**src/source/uart_rx_pkg.sv**
```systemverilog
`default_nettype none

package uart_rx_pkg;

    // frame and timing
    localparam int data_bits  = 8;
    localparam int oversample = 16;  // samples per bit
    localparam int baud_div   = 4;   // clocks per sample tick

    // buffering and flow control
    localparam int fifo_depth        = 8;
    localparam int almost_full_level = 6;
    localparam int credit_max        = 4;  // credits granted after reset

    typedef logic [7:0] data_t;
    typedef logic [3:0] fifo_count_t;  // 0 to fifo_depth
    typedef logic [2:0] credit_t;      // 0 to credit_max
    typedef logic [3:0] sample_cnt_t;  // position inside one bit
    typedef logic [2:0] bit_idx_t;

    typedef enum logic [1:0] {
        st_idle,
        st_start,
        st_data,
        st_stop
    } rx_state_t;

    // sampler to controller
    typedef struct packed {
        logic start_edge;
        logic bit_tick;   // middle of a bit
        logic bit_value;  // majority vote
    } bit_sample_t;

    typedef struct packed {
        logic frame_error;
        logic overrun;
    } rx_event_t;

endpackage

`default_nettype wire

```
**src/source/uart_rx_sampler.sv**
```systemverilog
`timescale 1ns/1ps
`default_nettype none

module uart_rx_sampler
    import uart_rx_pkg::*;
(
    input  logic        clk,
    input  logic        rst_n,
    input  logic        rx,
    input  logic        framing,
    output bit_sample_t sample
);

    logic                        rx_meta;
    logic                        rx_sync;
    logic                        rx_prev;
    logic [$clog2(baud_div)-1:0] div_cnt;
    sample_cnt_t                 sample_cnt;
    logic [1:0]                  vote_hist;  // samples 7 and 8 when voting
    logic                        sample_tick;
    logic                        vote_now;
    logic                        majority;
    logic                        start_edge;
    logic                        bit_tick_q;
    logic                        bit_value_q;

    // two flop synchronizer, line idles high
    always_ff @(posedge clk or negedge rst_n) begin
        if (!rst_n) begin
            rx_meta <= 1'b1;
            rx_sync <= 1'b1;
            rx_prev <= 1'b1;
        end else begin
            rx_meta <= rx;
            rx_sync <= rx_meta;
            rx_prev <= rx_sync;
        end
    end

    assign start_edge  = !framing && rx_prev && !rx_sync;
    assign sample_tick = framing && (div_cnt == baud_div - 1);
    assign vote_now    = sample_tick && (sample_cnt == sample_cnt_t'(oversample / 2 + 1));

    // 2 of 3 on samples 7, 8 and 9
    assign majority = (vote_hist[1] & vote_hist[0]) |
                      (vote_hist[1] & rx_sync) |
                      (vote_hist[0] & rx_sync);

    // counters sit at zero until the frame starts, which aligns them to the edge
    always_ff @(posedge clk or negedge rst_n) begin
        if (!rst_n) begin
            div_cnt    <= '0;
            sample_cnt <= '0;
        end else if (!framing) begin
            div_cnt    <= '0;
            sample_cnt <= '0;
        end else begin
            div_cnt <= sample_tick ? '0 : div_cnt + 1'b1;
            if (sample_tick) begin
                if (sample_cnt == sample_cnt_t'(oversample - 1))
                    sample_cnt <= '0;
                else
                    sample_cnt <= sample_cnt + 1'b1;
            end
        end
    end

    always_ff @(posedge clk) begin
        if (sample_tick)
            vote_hist <= {vote_hist[0], rx_sync};
        if (vote_now)
            bit_value_q <= majority;
    end

    always_ff @(posedge clk or negedge rst_n) begin
        if (!rst_n)
            bit_tick_q <= 1'b0;
        else
            bit_tick_q <= vote_now;  // one cycle pulse
    end

    always_comb begin
        sample.start_edge = start_edge;
        sample.bit_tick   = bit_tick_q;
        sample.bit_value  = bit_value_q;
    end

    // controller must still be framing when the vote arrives
    tick_in_frame_a: assert property (@(posedge clk) disable iff (!rst_n)
        sample.bit_tick |-> framing);

endmodule

`default_nettype wire

```
**src/source/uart_rx_controller.sv**
```systemverilog
`timescale 1ns/1ps
`default_nettype none

module uart_rx_controller
    import uart_rx_pkg::*;
(
    input  logic        clk,
    input  logic        rst_n,
    input  bit_sample_t sample,
    input  logic        full,
    output logic        framing,
    output logic        wr_en,
    output data_t       wr_data,
    output rx_event_t   event_out
);

    rx_state_t state;
    bit_idx_t  bit_idx;
    data_t     shift_reg;

    assign framing = (state != st_idle);
    assign wr_data = shift_reg;  // stable from the last data bit until the next frame

    always_ff @(posedge clk or negedge rst_n) begin
        if (!rst_n) begin
            state     <= st_idle;
            bit_idx   <= '0;
            wr_en     <= 1'b0;
            event_out <= '0;
        end else begin
            // pulses by default
            wr_en     <= 1'b0;
            event_out <= '0;

            case (state)
                st_idle: begin
                    if (sample.start_edge)
                        state <= st_start;
                end

                st_start: begin
                    if (sample.bit_tick) begin
                        if (!sample.bit_value) begin
                            state   <= st_data;
                            bit_idx <= '0;
                        end else begin
                            state <= st_idle;  // glitch, false start
                        end
                    end
                end

                st_data: begin
                    if (sample.bit_tick) begin
                        if (bit_idx == bit_idx_t'(data_bits - 1))
                            state <= st_stop;
                        else
                            bit_idx <= bit_idx + 1'b1;
                    end
                end

                st_stop: begin
                    if (sample.bit_tick) begin
                        state                 <= st_idle;
                        wr_en                 <= sample.bit_value && !full;
                        event_out.frame_error <= !sample.bit_value;
                        event_out.overrun     <= sample.bit_value && full;
                    end
                end

                default: state <= st_idle;
            endcase
        end
    end

    // LSB first
    always_ff @(posedge clk) begin
        if (state == st_data && sample.bit_tick)
            shift_reg <= {sample.bit_value, shift_reg[data_bits-1:1]};
    end

    write_xor_event_a: assert property (@(posedge clk) disable iff (!rst_n)
        wr_en |-> (event_out == '0));

    // full may only fall between decision and write
    no_write_when_full_a: assert property (@(posedge clk) disable iff (!rst_n)
        wr_en |-> !full);

endmodule

`default_nettype wire

```
**src/source/uart_rx_fifo.sv**
```systemverilog
`timescale 1ns/1ps
`default_nettype none

module uart_rx_fifo
    import uart_rx_pkg::*;
(
    input  logic        clk,
    input  logic        rst_n,
    input  logic        wr_en,
    input  data_t       wr_data,
    input  logic        rd_en,
    output data_t       rd_data,
    output logic        full,
    output logic        almost_full,
    output logic        empty,
    output fifo_count_t count
);

    localparam int ptr_w = $clog2(fifo_depth);

    data_t            mem [fifo_depth];
    logic [ptr_w-1:0] wr_ptr;
    logic [ptr_w-1:0] rd_ptr;
    logic             wr_ok;
    logic             rd_ok;

    assign full        = (count == fifo_count_t'(fifo_depth));
    assign almost_full = (count >= fifo_count_t'(almost_full_level));
    assign empty       = (count == '0);

    assign wr_ok = wr_en && !full;
    assign rd_ok = rd_en && !empty;

    // pointers wrap on their own, depth is a power of two
    always_ff @(posedge clk or negedge rst_n) begin
        if (!rst_n) begin
            wr_ptr <= '0;
            rd_ptr <= '0;
        end else begin
            if (wr_ok)
                wr_ptr <= wr_ptr + 1'b1;
            if (rd_ok)
                rd_ptr <= rd_ptr + 1'b1;
        end
    end

    always_ff @(posedge clk or negedge rst_n) begin
        if (!rst_n) begin
            count <= '0;
        end else begin
            case ({wr_ok, rd_ok})
                2'b10:   count <= count + 1'b1;
                2'b01:   count <= count - 1'b1;
                default: count <= count;  // none, or both at once
            endcase
        end
    end

    always_ff @(posedge clk) begin
        if (wr_ok)
            mem[wr_ptr] <= wr_data;
    end

    // read data valid the cycle after rd_en
    always_ff @(posedge clk) begin
        if (rd_ok)
            rd_data <= mem[rd_ptr];
    end

    count_bound_a: assert property (@(posedge clk) disable iff (!rst_n)
        count <= fifo_count_t'(fifo_depth));

endmodule

`default_nettype wire

```
**src/source/uart_rx_datapath.sv**
```systemverilog
`timescale 1ns/1ps
`default_nettype none

module uart_rx_datapath
    import uart_rx_pkg::*;
(
    input  logic        clk,
    input  logic        rst_n,
    input  bit_sample_t sample,
    output logic        framing,
    input  logic        credit_return,
    output logic        out_valid,
    output data_t       out_data,
    output logic        almost_full,
    output rx_event_t   event_out
);

    logic        wr_en;
    data_t       wr_data;
    logic        rd_en;
    logic        fifo_full;
    logic        fifo_empty;
    credit_t     credits;

    uart_rx_controller u_ctrl (
        .clk       (clk),
        .rst_n     (rst_n),
        .sample    (sample),
        .full      (fifo_full),
        .framing   (framing),
        .wr_en     (wr_en),
        .wr_data   (wr_data),
        .event_out (event_out)
    );

    uart_rx_fifo u_fifo (
        .clk         (clk),
        .rst_n       (rst_n),
        .wr_en       (wr_en),
        .wr_data     (wr_data),
        .rd_en       (rd_en),
        .rd_data     (out_data),  // registered in the fifo
        .full        (fifo_full),
        .almost_full (almost_full),
        .empty       (fifo_empty),
        .count       ()
    );

    // one credit per byte handed out
    assign rd_en = !fifo_empty && (credits != '0);

    always_ff @(posedge clk or negedge rst_n) begin
        if (!rst_n) begin
            credits <= credit_t'(credit_max);
        end else begin
            case ({rd_en, credit_return})
                2'b10:   credits <= credits - 1'b1;
                2'b01:   credits <= credits + 1'b1;
                default: credits <= credits;
            endcase
        end
    end

    always_ff @(posedge clk or negedge rst_n) begin
        if (!rst_n)
            out_valid <= 1'b0;
        else
            out_valid <= rd_en;  // lines up with fifo read data
    end

    // consumer returned a credit it never had
    credit_overflow_a: assert property (@(posedge clk) disable iff (!rst_n)
        (credit_return && !rd_en) |-> (credits < credit_t'(credit_max)));

endmodule

`default_nettype wire

```
**src/source/uart_rx_top.sv**
```systemverilog
`timescale 1ns/1ps
`default_nettype none

module uart_rx_top
    import uart_rx_pkg::*;
(
    input  logic      clk,
    input  logic      rst_n,
    input  logic      rx,             // async serial line
    input  logic      credit_return,
    output logic      out_valid,
    output data_t     out_data,
    output logic      almost_full,
    output rx_event_t event_out
);

    bit_sample_t sample;
    logic        framing;

    uart_rx_sampler u_sampler (
        .clk     (clk),
        .rst_n   (rst_n),
        .rx      (rx),
        .framing (framing),
        .sample  (sample)
    );

    uart_rx_datapath u_datapath (
        .clk           (clk),
        .rst_n         (rst_n),
        .sample        (sample),
        .framing       (framing),
        .credit_return (credit_return),
        .out_valid     (out_valid),
        .out_data      (out_data),
        .almost_full   (almost_full),
        .event_out     (event_out)
    );

endmodule

`default_nettype wire

```
**config.mk**
```make
export PLATFORM = sky130hd
export DESIGN_NAME = uart_rx_top
export DESIGN_NICKNAME = d
export VERILOG_FILES = /design/src/source/uart_rx_pkg.sv /design/src/source/uart_rx_sampler.sv /design/src/source/uart_rx_controller.sv /design/src/source/uart_rx_fifo.sv /design/src/source/uart_rx_datapath.sv /design/src/source/uart_rx_top.sv
export SDC_FILE = /design/constraint.sdc
export NUM_CORES = 1
export LEC_CHECK = 0
export BUFFER_PORTS_ARGS = -buffer_cell sky130_fd_sc_hd__buf_2
export CAP_MARGIN = 20
export CORE_ASPECT_RATIO = 1.1
export CORE_MARGIN = 2
export CORE_UTILIZATION = 25
export DETAILED_ROUTE_END_ITERATION = 8
export GPL_ROUTABILITY_DRIVEN = 1
export HOLD_SLACK_MARGIN = 0.08
export PLACE_DENSITY = 0.51
export SYNTH_ARGS = -nofsm -noshare
export SYNTH_HDL_FRONTEND = slang
export SYNTH_HIERARCHICAL = 1
export SYNTH_SLANG_ARGS = --single-unit
```
**constraint.sdc**
```tcl
create_clock -name clk -period 3.8 [get_ports clk]
set_input_delay 0.57 -clock clk [delete_from_list [all_inputs] [get_ports clk]]
set_output_delay 0.57 -clock clk [all_outputs]
set_load 0.02 [all_outputs]
```
==> results of run 1 <==
==> layout by cell type, fill, tap and decap left out, drive strengths merged, types with 5 or more instances in the layout <==
master and instances:
edfxtp 83, clkinv 8, mux2 12, nand2 10, nand3 8, clkbuf 20
buf 16, xnor2 7, inv 11, ha 11, nor3 5, dfrtp 28
mux4 16, nor3b 5, nor2 11
==> cell families (layout without fill, tap and decap cells) <==
logic type	after synthesis	after routing
xor gates and xnor gates	10	10
and+or+nand+nor	56	56
muxes	30	30
buffers and inverters	21	58
adders and majority gates	14	14
AOI/OAI and AO/OA	17	17
DFF	115	115
==> cells in the mapped netlist (all sizes together) (2+ instances only) <==
cell / instances
a21o: 2
a21oi: 4
a22o: 2
and2: 4
and4bb: 2
buf: 9
dfrtp: 28
dfstp: 4
edfxtp: 83
fa: 2
ha: 11
inv: 11
mux2: 12
mux2i: 2
mux4: 16
nand2: 10
nand2b: 3
nand3: 8
nand3b: 2
nor2: 11
nor3: 5
nor3b: 5
or2: 2
or4b: 2
xnor2: 7
xor2: 3
==> cell type report <==
type                    instances  area [µm²]
clock buffers                  20         437
repair buffers                 16        82.6
fillers                      1849       12900
multi-input cells             127        1330
clock inverters                11        90.1
flip-flops and latches        115        3300
inverters                      11        41.3
well taps                     243         304
==> worst reg2reg max path, delay by kind of cell (launching register included) <==
kind | cells | cell delay, ps
DFF | 1 | 450
adders and majority gates | 2 | 690
and+or+nand+nor | 3 | 1120
AOI/OAI and AO/OA | 3 | 360
buffers and inverters | 2 | 210
==> worst max path at each step <==
| stage | start | slack, ps | to | depth (start not counted) |
|---|---|---|---|---|
| global placement | u_datapath/u_fifo/count[0]$_DFFE_PN0P_ | 920 | u_datapath/u_fifo/count[3]$_DFFE_PN0P_ | 7 |
| detailed placement | u_datapath/u_fifo/count[1]$_DFFE_PN0P_ | 850 | u_datapath/u_fifo/count[3]$_DFFE_PN0P_ | 10 |
| floorplan | u_datapath/u_fifo/count[0]$_DFFE_PN0P_ | 900 | u_datapath/u_fifo/count[3]$_DFFE_PN0P_ | 7 |
| CTS | u_datapath/u_fifo/count[1]$_DFFE_PN0P_ | 830 | u_datapath/u_fifo/count[3]$_DFFE_PN0P_ | 10 |
| global route | u_datapath/u_fifo/count[1]$_DFFE_PN0P_ | 530 | u_datapath/u_fifo/count[3]$_DFFE_PN0P_ | 10 |
| finish | u_datapath/u_fifo/count[0]$_DFFE_PN0P_ | 850 | u_datapath/u_fifo/count[3]$_DFFE_PN0P_ | 10 |
==> registers in the layout, summed over array words and instances (netlist names), 2 cells and up, named ones only <==
signal and count:
u_datapath/u_fifo/mem 64, u_datapath/u_ctrl/wr_data 8, u_datapath/u_fifo/rd_data 8, u_datapath/u_fifo/count 4, u_sampler/sample_cnt 4, u_datapath/credits 3, u_datapath/u_ctrl/bit_idx 3, u_datapath/u_fifo/rd_ptr 3
u_datapath/u_fifo/wr_ptr 3, u_datapath/u_ctrl/event_out 2, u_sampler/div_cnt 2, u_sampler/vote_hist 2
==> per-layer routing <==
layer  global-route usage [%]  wire (µm)  vias to the layer above
li1                         -          -                     1084
met1                     10.5       3560                     1168
met2                     14.5       4150                       37
met3                     3.58        325                       11
met4                     4.22         99                        0
met5                        0          0                        -
==> power by group <==
part | leakage (nW) | internal (mW) | switching (mW)
sequential | 1.17 | 1.39 | 0.0425
clock | 0.254 | 0.884 | 0.524
combinational | 0.613 | 0.0724 | 0.0669
==> stage by stage <==
| stage | cell area [µm²] | std cells | utilization, % |
|---|---|---|---|
| after floorplan | 4740 | 263 | - |
| after global placement | 5060 | 512 | 27.4 |
| after detailed placement | 5060 | 512 | 27.4 |
| after CTS | 5590 | 543 | 30.2 |
| after global routing | 5590 | 543 | 30.2 |
| final | 5590 | 543 | 30.2 |
==> impl_summary.md, run 1 <==
Routing
Dividing the detail-routed via count by the number of cells gives 4.24. The number of design rule violations left after detail routing is 0. The per-cell routed wire length is 15.0 µm. The count of antenna-violating nets left after detailed routing is 0.

The via count is 2300. The first routing iteration left 187 violations. The length of the first detailed-routing pass in iterations is 4. Wires add up to 8140 µm.

Place
The count of buffers added on input and output ports is 15. The wire-length estimate of the detail-placed layout is 4960 µm. At the end of routability-driven placement, the weighted congestion stood at 0.659. Before CTS, the worst setup slack after placement is 845 ps.

Setup path
The critical path goes through nor4_1 -> or2_1 -> inv_1 -> o41ai_1 -> inv_1 -> ha_1 -> ha_1 -> or4b_2 -> o311ai_0 -> o211ai_1. In this run the critical register-to-register path is launched from u_datapath/u_fifo/count[0]$_DFFE_PN0P_. Across all register-to-register paths, the minimum setup slack is 850 ps. The largest single stage delay on the critical path is 640 ps. The number of cells traversed by the worst register-to-register path is 10.

The maximum fanout count along the critical path is 9. The data required time of the critical path is 4080 ps. The slowest cell on the critical path is or4b_2. On the critical path the largest part of the delay comes from simple AND/OR/NAND/NOR gates. The critical path in this run is classified as register to register.

The worst register-to-register path ends at u_datapath/u_fifo/count[3]$_DFFE_PN0P_. The worst setup path is captured at a register. The arrival time at the worst endpoint is 3230 ps. The count of buffering cells on the critical path with inverters included is 2. The nature of the critical path startpoint is a register.

Power
Power spread over the standard cell area amounts to 534 mW/mm². The static leakage is 2.03 nW. The total power draw is 2.98 mW. The worst ir drop on vdd is 0.000327 V.

Flow run
The number of violations of the max-capacitance limit is 0.

Floorplan
In this run the count of I/O pins placed on the die edge is 16. The initial utilization of the core area, before any placement, comes to 25.7%. The die covers 0.0201 mm². From left edge to right edge, the die measures 135 µm. The placeable core area is 0.0185 mm².

The number of placement rows is 52. The die height is 148 µm.

STA
The worst path meets setup with 848 ps of slack. The accumulated negative setup slack is 0 ps. The final max-slew violation count was 0.

Setup repair after global routing left no endpoint under its margin. The headroom to the max-slew limit is 31.0%. The worst clock skew on the final layout is 6.72 ps.

Derived from the worst setup path, the maximum achievable clock frequency is 339 MHz. The minimum hold slack is 231 ps. The slew at the pin closest to its max-slew limit is 1040 ps.

The smallest clock period supported by the final layout is computed as 2950 ps. The post-route fraction of the period consumed by the critical path is 77.7%. The number of setup violations in the final report is 0. The number of hold violations in the final report is 0.

Yosys
Yosys printed 6 warnings. Multiplexer cells account for 12.2% of the synthesized area. The prevailing post-synth register cell is edfxtp_1. After synthesis, the largest family of logic cells by area is multiplexers. After synthesis, the mean cell area works out to 18.0 µm². Summing the areas of all compound-gate instances in the mapped netlist gives 2.77% of the synthesized area. The net count of the mapped netlist is 280. The area share of xor/xnor cells in the synthesized design is 1.85%. Ranked by total cell area, the synthesized netlist is headed by edfxtp_1 (53%), dfrtp_1 (15%), mux4_1 (8.9%). The part of the Yosys area used for sequential elements is 69.5%. The dominant cell type by area after synthesis is edfxtp_1. The synthesized design devotes to its leading area cell type 52.5% of total area. The cell count after synthesis is 263. Yosys mapped a number of flops with a built-in enable equal to 83.

In this run, synthesis produced a sequential element count of 115. The synthesized netlist devotes 3.96% of its cell area to adder and majority cells. After Yosys synthesis, and, or, nand and nor cells account for 7.09% of the synthesized area.

The fraction of synthesis flops using an asynchronous set or reset pin is 27.8%. The number of distinct standard cells referenced by the synthesized netlist is 53. After synthesis the cells add up to 0.00474 mm².

Global route
The number of antenna violations at the first check in global routing is 0. The number of global-route vias before repair came to 2379. The global route total overflow is 0. Entering global routing, the biggest net connects 33 pins. The first global-routing pass estimated 13000 µm of wire. In the global route stage, overall resource usage came out at 8.99%.

Clock network
The CTS sink count is 115. The clock slew seen by the registers of the worst setup and hold paths is 50 ps. The TritonCTS clock tree is done. In this run, post-CTS repair resized a total of 0 instances. Buffers inserted during clock tree synthesis total 17. CTS placed an instance of clkbuf_16 at the clock tree root.

The total number of H-tree levels is 4. The post-CTS repair timing setup buffer count is 0. The maximum count of clock buffers along a single path is 2. The worst-skew pair later-pin latency is 410 ps. For this design, the CTS-stage hold fixing added 0 buffers.

Outcome
The flow ran to the end, and the final reports show no timing, DRC or antenna violations.

Finish
The area growth from synthesis to layout is 17.7%. In the final layout, the share of cells above drive strength 1 is 24.0%. At the end of the flow, the number of nets in the layout was 305.

The count of inserted antenna diode cells is 0.

Worst hold path
The worst hold path belongs to the class primary input to asynchronous set/reset pin.
Note: power is estimated with default switching activity, not from simulation.
==> inputs of run 2 (changes only) <==
==> constraint.sdc (replaced) <==
create_clock -name clk -period 2.9 [get_ports clk]
set_input_delay 0.435 -clock clk [delete_from_list [all_inputs] [get_ports clk]]
set_output_delay 0.435 -clock clk [all_outputs]
set_load 0.02 [all_outputs]
==> impl_summary.md, run 2 (synthesis results as in run 1) <==
Finish
In the layout the commonest cells are edfxtp_1 (83), dfrtp_1 (27), clkbuf_16 (17), mux4_1 (16), buf_2 (15). The ratio of cells with drive above 1 in the final layout was 27.9% (+3.9 points). The largest register by flop count is u_datapath/u_fifo/mem. The final layout net count is 316 (+3.6%). The number of flip-flops under the largest register name is 64 (unchanged).

The count of inserted antenna diode cells was 0 (unchanged). Leaving out fill and tap cells, the most frequent cell in the layout is edfxtp_1. The area added between synthesis and finish is 20.9%.

Routing
The average vias per placed instance is 4.24 (about the same). The total detailed-routing wirelength is 8140 µm (about the same). The number of design rule violations left after detail routing is 0 (unchanged). The top routing layer in use is met4.

The via count is 2352 (+2.3%). The routed metal-1 wire length is 3410 µm (-4.1%). The detailed-routed wire length on met3 came to 276 µm (-15%). The length of the first detailed-routing pass in iterations is 4 (unchanged). The met2 wire length came to 4350 µm (+4.7%). The per-cell routed wire length is 14.7 µm (-2.1%).

The number of design-rule violations left by the first detailed-router iteration is 171 (-8.6%). The count of antenna-violating nets left after detailed routing is 0 (unchanged).

Setup path
The worst flop-to-flop path endpoint is u_datapath/u_fifo/count[3]$_DFFE_PN0P_. The delay of the slowest cell on the worst path is 630 ps (about the same). For this design, the slowest cell found on the critical path is or4b_2. The path length in cells of the critical path is 10 (unchanged).

The nature of the critical path startpoint is a register. The cell type group with the largest total delay on the critical path is simple AND/OR/NAND/NOR gates. The data required time of the critical path is 3170 ps (-910 ps). The setup slack of the most critical reg-to-reg path was 180 ps (-670 ps). Traced cell by cell, the critical path runs through nor4_2 -> or2_1 -> inv_1 -> o41ai_2 -> inv_1 -> ha_1 -> ha_1 -> or4b_2 -> o311ai_0 -> o211ai_1. The count of buffering cells on the critical path with inverters included came to 2 (unchanged). The startpoint of the most critical setup path is u_datapath/u_fifo/count[1]$_DFFE_PN0P_.

The number of cells traversed by the worst register-to-register path is 10 (unchanged). The critical path is of the register to register type. The worst register-to-register path begins at u_datapath/u_fifo/count[1]$_DFFE_PN0P_. The maximum fanout count along the critical path is 6 (-3). The destination of the critical timing path is u_datapath/u_fifo/count[3]$_DFFE_PN0P_. The arrival time at the worst endpoint is 2990 ps (-240 ps). The kind of end point of the critical path is a register.

STA
The slew at the pin closest to its max-slew limit is 781 ps (-254 ps). The maximum operating frequency came to 367 MHz (+8.4%). The worst clock skew on the final layout came to 7.73 ps (+1.01 ps). The accumulated negative setup slack was 0 ps (unchanged). The minimum hold slack is 86.3 ps (-145 ps).

Setup repair after global routing left no endpoint under its margin. The final critical delay including setup and external delays is 2720 ps (-230 ps). The final max-slew violation count came to 0 (unchanged). The number of setup violations in the final report is 0 (unchanged). The number of hold violations in the final report is 0 (unchanged).

The headroom to the max-slew limit is 47.9% (+17 points). The post-route fraction of the period consumed by the critical path is 93.9% (+16 points).

Clock network
TritonCTS built the clock tree. In this run the clock root is driven by a clkbuf_16. The worst-skew pair later-pin latency is 400 ps (about the same). The number of resized instances in the post-cts repair step is 0 (unchanged).

The total number of H-tree levels is 4 (unchanged). The number of buffers inserted by hold repair at cts is 0 (unchanged). The CTS sink count is 115 (unchanged). The clock slew seen by the registers of the worst setup and hold paths is 50 ps (about the same). The maximum count of clock buffers along a single path is 2 (unchanged). The post-CTS repair timing setup buffer count is 0 (unchanged). The clock buffer count from CTS is 17 (unchanged).

Place
The routability congestion estimate from global placement came to 0.696 (+5.5%). The post-DP HPWL was 4980 µm (+0.34%). The count of buffers inserted at the top-level ports is 15 (unchanged).

Floorplan
The number of placement rows was 52 (unchanged). The initial standard-cell utilization of the core is 25.7% (unchanged). The total die area came to 0.0201 mm² (unchanged). The width of the chip is 135 µm (unchanged).

The placeable core area is 0.0185 mm² (unchanged). The die height is 148 µm (unchanged). The number of top-level pins was 16 (unchanged).

Global route
The number of global-route vias before repair was 2510 (+5.5%). The number of antenna violations at the first check in global routing is 0 (unchanged). The largest net degree at the start of global routing is 33 (unchanged).

The global route total overflow is 0 (unchanged). The global-route wire length before repair is 13300 µm (+2.1%). The overall fraction of global-route tracks in use came to 9.06% (+0.077 points).

Power
The worst ir drop on vdd is 0.000513 V (+57%). The static leakage is 2.12 nW (+4.1%). The power density over the cells was 720 mW/mm² (+35%).

Worst hold path
The worst hold path belongs to the class primary input to asynchronous set/reset pin.

Flow run
The number of violations of the max-capacitance limit is 0 (unchanged).

Outcome
The run finished with clean final reports.
[run 2: worst min-delay path by stage]
stage,slack (ps),startpoint,cells after the start,end
detailed placement,350,u_sampler/rx_meta$_DFF_PN1_,0,u_sampler/rx_sync$_DFF_PN1_
CTS,100,rst_n,1,u_sampler/sample_cnt[0]$_DFFE_PN0P_
finish,90,rst_n,1,u_sampler/sample_cnt[0]$_DFFE_PN0P_
floorplan,140,rst_n,0,u_datapath/credits[0]$_DFFE_PN0P_
global route,110,rx,1,u_sampler/rx_meta$_DFF_PN1_
global placement,350,u_sampler/rx_meta$_DFF_PN1_,0,u_sampler/rx_sync$_DFF_PN1_
[run 2: power by group]
| group | switching (mW) | leakage, nW | internal, mW | total [mW] |
|---|---|---|---|---|
| sequential | 0.0571 | 1.16 | 1.82 | 1.88 |
| clock | 0.726 | 0.278 | 1.34 | 2.07 |
| combinational | 0.0861 | 0.675 | 0.0953 | 0.181 |
[run 2: layout make-up]
class	count	area [µm²]
Fill cell	1818	12700
Sequential cell	115	3300
Multi-Input combinational cell	127	1340
Clock buffer	18	429
Tap cell	243	304
Timing Repair Buffer	27	165
Clock inverter	14	160
Inverter	11	41.3
[run 2: metal layers]
layer	global-route usage, %	up-vias
met2	15.7	39
met4	3.75	0
met1	9.66	1207
li1	-	1097
met5	0	-
met3	3.95	9
[run 2: through the flow]
step | setup slack [ps] | total power [mW] | instances | utilization (%) | cell area [µm²]
finish | 178 | 4.13 | 555 | 31.0 | 5740
global route | 34.1 | 4.31 | 555 | 31.0 | 5740
CTS | 154 | 4.20 | 555 | 31.0 | 5730
detailed placement | 162 | 2.10 | 523 | 27.8 | 5140
global placement | 317 | 2.08 | 523 | 27.8 | 5140
floorplan | 102 | 2.05 | 263 | - | 4750
[run 2: worst reg2reg max path, cell delays in order (launching register included)]
cell	delay [ps]
dfrtp_1	450
nor4_2	300
or2_1	170
inv_1	70
o41ai_2	80
inv_1	110
ha_1	220
ha_1	290
or4b_2	630
o311ai_0	130
o211ai_1	140
